**config.mk**
```make
export PLATFORM = sky130hd
export DESIGN_NAME = buffer_copy_engine
export DESIGN_NICKNAME = d
export VERILOG_FILES = /design/src/audio_stream_pkg.sv /design/src/buffer_copy_engine.sv
export VERILOG_INCLUDE_DIRS = /design/src
export SDC_FILE = /design/constraint.sdc
export NUM_CORES = 1
export LEC_CHECK = 0
export ABC_AREA = 1
export BUFFER_PORTS_ARGS = -buffer_cell sky130_fd_sc_hd__buf_2
export CAP_MARGIN = 20
export CORE_MARGIN = 5
export CORE_UTILIZATION = 50
export CTS_CLUSTER_SIZE = 14
export DETAILED_ROUTE_END_ITERATION = 12
export PLACE_DENSITY_LB_ADDON = 0.08
export SLEW_MARGIN = 15
export SYNTH_ARGS = -nofsm -noshare
export SYNTH_HDL_FRONTEND = slang
export SYNTH_SLANG_ARGS = --single-unit
```
**constraint.sdc**
```tcl
create_clock -name clock_bridge_0_out_clk_clk -period 1.85 [get_ports clock_bridge_0_out_clk_clk]
set_input_delay 0.37 -clock clock_bridge_0_out_clk_clk [delete_from_list [all_inputs] [get_ports clock_bridge_0_out_clk_clk]]
set_output_delay 0.37 -clock clock_bridge_0_out_clk_clk [all_outputs]
set_load 0.01 [all_outputs]
```
**src/audio_stream_consts.svh**
```systemverilog
////////////////////
// widths, buffer map, flag value and
// synchroniser depth for the audio stream
////////////////////

`ifndef AUDIO_STREAM_CONSTS_SVH
`define AUDIO_STREAM_CONSTS_SVH

// word and address widths
`define AUD_SAMPLE_W 32
`define AUD_ADDR_W 10
`define AUD_RAM_DEPTH 1024

// buffer map, shared by the input and output RAM
`define AUD_FLAG_ADDR 10'd0
`define AUD_INFO_ADDR 10'd1
`define AUD_SAMPLE_BASE 10'd512
`define AUD_MAX_SAMPLES 10'd512

// word 0 holds this value when a buffer is ready
`define AUD_FLAG_VALUE 32'h0000abcd

// flops on the i2s strobe before edge detect
`define AUD_SYNC_STAGES 3

`endif
```
**src/audio_stream_pkg.sv**
```systemverilog
////////////////////
// sample, address, frame and copy FSM types
////////////////////

`default_nettype none

`include "audio_stream_consts.svh"

package audio_stream_pkg;

	// one RAM word, also one audio sample
	typedef logic signed [`AUD_SAMPLE_W-1:0] sample_t;

	// word address into either sample RAM
	typedef logic [`AUD_ADDR_W-1:0] buf_addr_t;

	// capture frame, right channel on top
	typedef struct packed {
		logic [`AUD_SAMPLE_W-1:0] right;
		logic [`AUD_SAMPLE_W-1:0] left;
	} stereo_frame_t;

	// copy engine states
	typedef enum logic [2:0] {
		st_idle,
		st_read_count,
		st_copy,
		st_finish,
		st_ack
	} copy_state_t;

endpackage

`default_nettype wire

```
**src/buffer_copy_engine.sv**
```systemverilog
////////////////////
// flag polling, pipelined block copy,
// interval counter and acknowledge
////////////////////

`timescale 1ns/1ps
`default_nettype none

`include "audio_stream_consts.svh"

module buffer_copy_engine (
	input  wire logic                       clock_bridge_0_out_clk_clk,
	input  wire logic                       hps_0_h2f_reset_reset_n,
	input  wire audio_stream_pkg::sample_t   in_rdata_i,
	output logic                            in_we_o,
	output audio_stream_pkg::buf_addr_t      in_addr_o,
	output audio_stream_pkg::sample_t        in_wdata_o,
	output logic                            out_we_o,
	output audio_stream_pkg::buf_addr_t      out_addr_o,
	output audio_stream_pkg::sample_t        out_wdata_o,
	output logic [7:0]                      led_o
);
	import audio_stream_pkg::*;

	copy_state_t state_q;

	// clamped block length and next sample to read
	buf_addr_t n_cnt_q;
	buf_addr_t rd_idx_q;

	// read in flight, data shows up on in_rdata_i
	logic      rd_valid_q;
	buf_addr_t rd_tag_q;

	// returned sample waiting for its write
	logic      wr_valid_q;
	buf_addr_t wr_tag_q;
	sample_t   wr_data_q;

	logic [`AUD_SAMPLE_W-1:0] interval_q;

	logic detect;
	logic issue;
	logic over_max;

	assign detect = (state_q == st_idle) && (in_rdata_i == `AUD_FLAG_VALUE);
	assign issue = (state_q == st_copy) && (rd_idx_q < n_cnt_q);

	// count word read as unsigned before the clamp
	assign over_max = $unsigned(in_rdata_i) > `AUD_MAX_SAMPLES;

	always_ff @(posedge clock_bridge_0_out_clk_clk or negedge hps_0_h2f_reset_reset_n) begin
		if (!hps_0_h2f_reset_reset_n) begin
			state_q <= st_idle;
			n_cnt_q <= '0;
			rd_idx_q <= '0;
		end else begin
			case (state_q)
				st_idle: begin
					if (detect)
						state_q <= st_read_count;
				end
				st_read_count: begin
					// count word returns one cycle after detection
					if (over_max)
						n_cnt_q <= `AUD_MAX_SAMPLES;
					else
						n_cnt_q <= buf_addr_t'(in_rdata_i);
					rd_idx_q <= '0;
					state_q <= st_copy;
				end
				st_copy: begin
					if (issue)
						rd_idx_q <= rd_idx_q + 1'b1;
					// leave once the last read goes out, or at once for an empty block
					if (rd_idx_q + 1'b1 >= n_cnt_q)
						state_q <= st_finish;
				end
				st_finish: begin
					// last sample is written in the cycle rd_valid_q drops
					if (!rd_valid_q)
						state_q <= st_ack;
				end
				st_ack: begin
					state_q <= st_idle;
				end
				default: begin
					state_q <= st_idle;
				end
			endcase
		end
	end

	// copy pipeline valid bits
	always_ff @(posedge clock_bridge_0_out_clk_clk or negedge hps_0_h2f_reset_reset_n) begin
		if (!hps_0_h2f_reset_reset_n) begin
			rd_valid_q <= 1'b0;
			wr_valid_q <= 1'b0;
		end else begin
			rd_valid_q <= issue;
			wr_valid_q <= rd_valid_q;
		end
	end

	always_ff @(posedge clock_bridge_0_out_clk_clk) begin
		rd_tag_q <= rd_idx_q;
		wr_tag_q <= rd_tag_q;
		wr_data_q <= in_rdata_i;
	end

	// free running, detection cycle is cycle 0 of the next interval
	always_ff @(posedge clock_bridge_0_out_clk_clk or negedge hps_0_h2f_reset_reset_n) begin
		if (!hps_0_h2f_reset_reset_n)
			interval_q <= '0;
		else if (detect)
			interval_q <= 1;
		else
			interval_q <= interval_q + 1'b1;
	end

	assign led_o = interval_q[7:0];

	// RAM port decode
	always_comb begin
		in_we_o = 1'b0;
		in_addr_o = `AUD_FLAG_ADDR;
		in_wdata_o = '0;
		out_we_o = 1'b0;
		out_addr_o = `AUD_FLAG_ADDR;
		out_wdata_o = '0;
		case (state_q)
			st_idle: begin
				if (detect) begin
					in_addr_o = `AUD_INFO_ADDR;
					out_we_o = 1'b1;
					out_addr_o = `AUD_INFO_ADDR;
					out_wdata_o = sample_t'(interval_q);
				end
			end
			st_copy: begin
				if (issue)
					in_addr_o = `AUD_SAMPLE_BASE + rd_idx_q;
			end
			st_ack: begin
				// clear the host flag and raise ours together
				in_we_o = 1'b1;
				out_we_o = 1'b1;
				out_wdata_o = `AUD_FLAG_VALUE;
			end
			default: begin
			end
		endcase
		if (wr_valid_q) begin
			out_we_o = 1'b1;
			out_addr_o = `AUD_SAMPLE_BASE + wr_tag_q;
			out_wdata_o = wr_data_q;
		end
	end

endmodule

`default_nettype wire

```
==> results of run 1 <==
-- how the worst min path moves through the flow --
stage / startpoint / to / slack [ps] / cells past startpoint
floorplan: hps_0_h2f_reset_reset_n / interval_q[0]$_DFF_PN0_ / 70 / 0
global placement: rd_tag_q[9]$_DFF_P_ / wr_tag_q[9]$_DFF_P_ / 310 / 0
detailed placement: rd_tag_q[2]$_DFF_P_ / wr_tag_q[2]$_DFF_P_ / 310 / 0
CTS: in_rdata_i[30] / wr_data_q[30]$_DFF_P_ / 110 / 1
global route: in_rdata_i[30] / wr_data_q[30]$_DFF_P_ / 100 / 1
finish: in_rdata_i[30] / wr_data_q[30]$_DFF_P_ / 120 / 1
-- routing by layer --
layer	global-route usage (%)	vias up	wire length [um]
met1	25.71	2760	6925
met4	8.160	0	490
met3	4.571	39	619
li1	-	2951	-
met5	0	-	0
met2	43.64	129	9232
-- final cells by class --
type	count	area, um^2	share of cell area (%)
Multi-Input combinational cell	618	3396	41.47
Sequential cell	109	2474	30.21
Timing Repair Buffer	194	1376	16.81
Inverter	116	445.4	5.439
Clock buffer	9	225.2	2.750
Tap cell	147	183.9	2.246
Clock inverter	7	88.84	1.085
-- power breakdown --
group | internal, mW | leakage [nW] | switching (mW)
Combinational | 0.0794 | 3.33 | 0.116
Sequential | 2.40 | 1.05 | 0.0112
Clock | 0.975 | 0.152 | 1.01
Total | 3.45 | 4.54 | 1.13
-- synthesized netlist by cell type, types with 4 or more instances --
library cell,number,area [um^2]
nand2_1,280,1051
nor2_1,124,465.5
inv_1,110,412.9
nand3_1,76,380.4
dfrtp_1,57,1426
dfxtp_1,52,1041
buf_4,42,315.3
ha_1,22,275.3
a21oi_1,14,70.07
o21ai_0,10,50.05
clkbuf_1,9,33.78
nand4_1,9,56.30
nor2_2,9,56.30
nor3_1,8,40.04
xor2_1,8,70.07
nand2_2,5,31.28
inv_2,4,15.01
o21bai_1,4,30.03
-- sequential cells by signal, indices dropped and copies added (netlist names) --
| register | flops |
|---|---|
| rd_valid_q | 1 |
| rd_idx_q | 10 |
| wr_data_q | 32 |
| wr_valid_q | 1 |
| interval_q | 32 |
| wr_tag_q | 10 |
| n_cnt_q | 10 |
| rd_tag_q | 10 |
| state_q | 3 |
-- metrics by stage --
| step | instance area [um^2] | util, % | hold WS, ps |
|---|---|---|---|
| 2_1_floorplan | 6157 | - | 74.41 |
| 3_3_place_gp | 7067 | 59.33 | 312.2 |
| 3_5_place_dp | 7067 | 59.33 | 312.1 |
| 4_1_cts | 7532 | 63.24 | 106.4 |
| 5_1_grt | 8189 | 68.75 | 102.9 |
| 6_report | 8189 | 68.75 | 117.7 |
-- cells in the final DEF (no fill, tap or decap), types with 4 or more instances in the layout --
| cell | n |
|---|---|
| a21oi_1 | 9 |
| buf_2 | 83 |
| buf_4 | 87 |
| buf_6 | 18 |
| clkbuf_16 | 10 |
| conb_1 | 32 |
| dfrtp_1 | 52 |
| dfrtp_2 | 5 |
| dfxtp_1 | 52 |
| ha_1 | 13 |
| ha_4 | 9 |
| inv_1 | 102 |
| inv_2 | 11 |
| nand2_1 | 250 |
| nand2_2 | 29 |
| nand2_4 | 5 |
| nand3_1 | 50 |
| nand3_2 | 18 |
| nand3_4 | 8 |
| nand4_1 | 9 |
| nor2_1 | 110 |
| nor2_2 | 19 |
| nor2_4 | 6 |
| nor3_1 | 7 |
| nor3_2 | 4 |
| o21ai_0 | 6 |
| o21bai_1 | 4 |
| xor2_1 | 8 |
-- worst register-to-register path, stage by stage (launching register included) --
cell and delay (ps):
dfrtp_2 420, inv_2 70, nor3_4 320, xor2_1 240
inv_1 110, ha_4 250, nand2_1 70, nand2_1 50
a21oi_1 120, nand2_1 70, nand2_1 70, nand2_2 70
nand2_1 60, o21bai_1 70
-- cells by family after synthesis --
group,after synthesis
adders and majority gates,22
DFF,109
other,1
buffers and inverters,173
xor gates and xnor gates,8
AOI/OAI and AO/OA,31
and+or+nand+nor,524
-- what timing repair did --
| item | CTS | global route |
|---|---|---|
| hold buffers | 1 | 0 |
| pin swaps | 12 | 51 |
| resized for setup | 19 | 132 |
| setup buffers | 6 | 8 |
| cloned | 0 | 2 |
| endpoints found under the hold margin | 17 | 0 |
| setup endpoints to repair | 57 | 58 |
==> results.cfg, run 1 <==
[run_status]
outcome = complete, but fails checks
violations = negative setup slack

[placed_design]
dpl.hpwl_mm = 13.00
dpl.cell_count = 1167
place_ws_ps = -238.2
gp_congestion = 0.9195
io_buffers = 95

[worst_setup_path]
cp-start-kind = register
critPathBufInv = 2
end_kind = primary output
reg2reg_depth = 13
cp.required_ps = 1480
criticalPathCategory = register to primary output
cp_max_fo = 8
path_delay_family = simple AND/OR/NAND/NOR gates
crit_start = rd_idx_q[4]$_DFFE_PN0P_
worstSetupEndpoint = in_addr_o[7]
timing.rr.start = rd_idx_q[1]$_DFFE_PN0P_
r2r_slack_ps = -230
crit_cells = 10
r2r-end = state_q[0]$_DFFE_PN0P_
crit_path_max_incr_delay_ps = 460
worst_path_max_delay_cell = dfrtp_2
crit_arrival_ps = 1940
worstPathCellList = ha_4 -> nand2_4 -> nor2_4 -> nand2_1 -> nand3_1 -> nand2_1 -> nand3_2 -> buf_6 -> nor2_1 -> buf_2
crit_path_frequent_cell = nand2_1

[synthesis]
synth_edf_count = 0
syn-instance-count = 868
avgSynthCellArea_um2 = 6.948
synth_mux_area_share_pct = 0
synth_top_family_by_area = simple AND/OR/NAND/NOR gates
yosys_warnings = 0
ys.flop_type = dfrtp_1
synth_compound_area_share_pct = 2.925
synthArstFlopShare_pct = 52.29
ys_ff_latch = 109
netlist_area_mm2 = 0.006031
synth_simple_gate_area_share_pct = 36.54
post_synth_num_cell_types = 34
synth-xor-area-share_pct = 1.162
ys_seq_area_share_pct = 40.91
synth_fa_ha_area_share_pct = 4.564

[sta]
rsz0062_at_grt = yes
clock_skew_ps = 6.241
fin_crit_ps = 2307
hold_violations = 0
fmax_mhz = 433.4
setup_slack_ps = -457.1
fin_crit_sh_pct = 124.7
finalSetupViolCount = 56
tns_ps = -12550
timing.final.max_slew_violations = 0

[die]
start_util_pct = 50.63
die_y_um = 119.8
coreArea_mm2 = 0.01191
pin_count = 128
die_x_um = 119.8
die_area_mm2 = 0.01436
placementRows = 40

[routing]
drtIter0Drc = 316
drt_pre_antenna_iters = 5
ant_nets = 0
vias = 5879
vias_per_cell = 4.899
wirelength_mm = 17.27
wl_per_cell_um = 14.39
drc = 0

[global_routing]
antenna_found_initial = 0
grt_pass1_wl_mm = 26.48
grt_usage_pct = 23.14
grt_start_max_net_pins = 41
grt-ovfl-total = 0
grt_pass1_vias = 5613

[cells_and_area]
drive_above_1_share_pct = 32.19
antenna_cells = 0
areaGrowthSynthToFinish_pct = 35.79
nNetsFinal = 1104
fillers = 1041
fin_cells = 1200

[clock_tree]
clkTransAtPathRegs_ps = 80
cts_tree = done
clk_path_buf_depth = 2
numClockSinks = 109
cts_root_buf = clkbuf_16
cts-buffers-inserted = 9
clock_latency_ps = 360
htreeDepth = 3

[job]
cap_violations = 0

[power]
p_total_mw = 4.587
max-vdd-ir-drop_v = 0.0004659
cellLeakagePower_nw = 4.539
p_per_area_mw_per_mm2 = 560.1

[worst_hold_path]
hold_path.class = input pin to register
Note: power is estimated with default switching activity, not from simulation.
==> inputs of run 2 (changes only) <==
--- a/config.mk
+++ b/config.mk
@@ -6,11 +6,11 @@
 export SDC_FILE = /design/constraint.sdc
 export NUM_CORES = 1
 export LEC_CHECK = 0
-export ABC_AREA = 1
 export BUFFER_PORTS_ARGS = -buffer_cell sky130_fd_sc_hd__buf_2
 export CAP_MARGIN = 20
 export CORE_MARGIN = 5
-export CORE_UTILIZATION = 50
+export CORE_UTILIZATION = 48
+export CTS_BUF_LIST = sky130_fd_sc_hd__clkbuf_8 sky130_fd_sc_hd__clkbuf_16
 export CTS_CLUSTER_SIZE = 14
 export DETAILED_ROUTE_END_ITERATION = 12
 export PLACE_DENSITY_LB_ADDON = 0.08
==> results.cfg, run 2 <==
[die]
start_util_pct = 48.59
die_x_um = 114.5
pin_count = 128
die_area_mm2 = 0.01311
die_y_um = 114.5
placementRows = 38
coreArea_mm2 = 0.01079

[worst_setup_path]
end_kind = primary output
cp_max_fo = 6
criticalPathCategory = register to primary output
crit_arrival_ps = 2240
cp-start-kind = register
crit_start = rd_idx_q[1]$_DFFE_PN0P_
cp.required_ps = 1480
timing.rr.start = rd_idx_q[1]$_DFFE_PN0P_

[synthesis]
ys.flop_type = dfrtp_1
synth_edf_count = 0
synthArstFlopShare_pct = 52.29
ys_seq_area_share_pct = 47.05
synth_common_cells = nand2_1 (73), dfrtp_1 (57), dfxtp_1 (52), buf_4 (43), nor2_1 (43)
yosys_warnings = 0
netlist_area_mm2 = 0.005244
post_synth_num_cell_types = 54
synth_top_area_share_pct = 27.20
synth_top_area_cell = dfrtp_1
yosys-top-cells-area = dfrtp_1 (27%), dfxtp_1 (20%), buf_4 (6.2%)
ys_ff_latch = 109
synth_most_common_cell = nand2_1
syn-instance-count = 562
avgSynthCellArea_um2 = 9.331

[cells_and_area]
antenna_cells = 0
areaGrowthSynthToFinish_pct = 51.54
fillers = 779
fin_cells = 927
nNetsFinal = 838
drive_above_1_share_pct = 50.19
final_cell_mix = buf_4 (116), buf_2 (74), dfxtp_1 (52), dfrtp_1 (50), nand2_1 (49)
top_regs = interval_q x32, wr_data_q x32
design_area_mm2 = 0.007946
mostFrequentLayoutCell = buf_4

[global_routing]
met2_usage_pct = 35.51
met3_usage_pct = 6.554
grt_pass1_vias = 4790
gr-usage-met1_pct = 32.19
grt-ovfl-total = 0
antenna_found_initial = 0
grt_usage_pct = 23.42
grt_pass1_wl_mm = 24.12
grt_start_max_net_pins = 58
top_usage_layer = met2

[sta]
rsz0062_at_grt = yes
finalSetupViolCount = 56
tns_ps = -24970
hold_violations = 0
fmax_mhz = 382.6
fin_crit_ps = 2613
setup_slack_ps = -763.4
fin_crit_sh_pct = 141.3
timing.final.max_slew_violations = 0
clock_skew_ps = 11.25

[power]
combinationalPowerShare_pct = 11.5
p_seq_share_pct = 54.9
switching_power_mw = 1.161
p_per_area_mw_per_mm2 = 561.0
max-vdd-ir-drop_v = 0.0006576
p_total_mw = 4.458
clkPwrFrac_pct = 33.6
swShare_pct = 26.04
internal_power_mw = 3.297
cellLeakagePower_nw = 3.905

[run_status]
outcome = complete, but fails checks
violations = negative setup slack

[routing]
drc = 0
drtIter0Drc = 378
ant_nets = 0
vias_per_cell = 5.178
wl_per_cell_um = 16.95
drt_pre_antenna_iters = 5
wirelength_mm = 15.71
vias = 4800

[clock_tree]
clock_latency_ps = 390
numClockSinks = 109
cts_tree = done
cts-buffers-inserted = 9
clkTransAtPathRegs_ps = 100
cts_root_buf = clkbuf_8
clk_path_buf_depth = 2
htreeDepth = 3

[worst_hold_path]
worstHoldStart = in_rdata_i[24]
hold_path.class = input pin to register

[placed_design]
dpl.cell_count = 871
place_ws_ps = -638.1
dpl_cell_area_mm2 = 0.006703
io_buffers = 95
gp_congestion = 0.8453
dpl.hpwl_mm = 10.38

[job]
cap_violations = 0
## run 2: repair_timing
action / in CTS / in global routing
hold buffers: 1 / 0
cloned: 4 / 1
hold endpoints to repair: 57 / 0
endpoints found under the setup margin: 68 / 80
pin swaps: 38 / 47
gates resized for setup: 104 / 66
setup buffers: 26 / 17
## run 2: routing by layer
metal / vias to the layer above / part of all wire, %
met2: 170 / 47
met1: 2302 / 44
met5: - / 0
li1: 2309 / -
met4: 0 / 1.7
met3: 19 / 7.2
## run 2: metrics by stage
step                hold slack (ps)  util (%)
global placement              309.9     62.10
floorplan                     74.41         -
CTS                           57.79     70.81
finish                        79.76     73.63
global route                  53.76     73.63
detailed placement            312.8     62.10
## run 2: final cells by class
| cell class | count | area [um^2] | area share (%) |
|---|---|---|---|
| well taps | 140 | 175.2 | 2.204 |
| clock inverters | 7 | 76.32 | 0.9605 |
| multi-input cells | 399 | 3102 | 39.03 |
| clock buffers | 9 | 123.9 | 1.559 |
| inverters | 22 | 86.33 | 1.086 |
| repair buffers | 241 | 1904 | 23.96 |
| flip-flops and latches | 109 | 2479 | 31.19 |
## run 2: kinds of logic after synthesis
family	synth area share (%)
AND/OR/NAND/NOR	22.95
flip-flops	47.05
buffers and inverters	9.473
AO/OA/AOI/OAI	9.330
XOR/XNOR	5.679
adder cells (fa/ha/maj)	5.249
other	0.07151
multiplexers	0.1909
## run 2: power groups by stage
stage,sequential (mW),combinational (mW),clock (mW)
floorplan,2.50,0.233,0
global placement,2.50,0.412,0
detailed placement,2.50,0.420,0
CTS,2.45,0.469,1.53
global route,2.45,0.555,1.62
finish,2.45,0.512,1.50
## run 2: worst paths after layout
path,slack [ps],end,cells after the start
hold reg to reg,330,wr_tag_q[2]$_DFF_P_,0
min in group asynchronous,500,interval_q[10]$_DFF_PN0_,3
setup / recovery,-760,in_addr_o[2],9
hold / removal,80,wr_data_q[24]$_DFF_P_,1
setup reg to reg,-600,state_q[0]$_DFFE_PN0P_,10
max in group asynchronous,1050,wr_valid_q$_DFF_PN0_,3
## run 2: worst max-delay path, stage by stage, from the launching register on
cell	delay, ps
dfrtp_1	430
buf_4	160
ha_4	250
nand3b_1	80
a211o_1	320
nand3_4	130
clkinvlp_4	110
buf_6	140
and2_4	130
buf_6	110
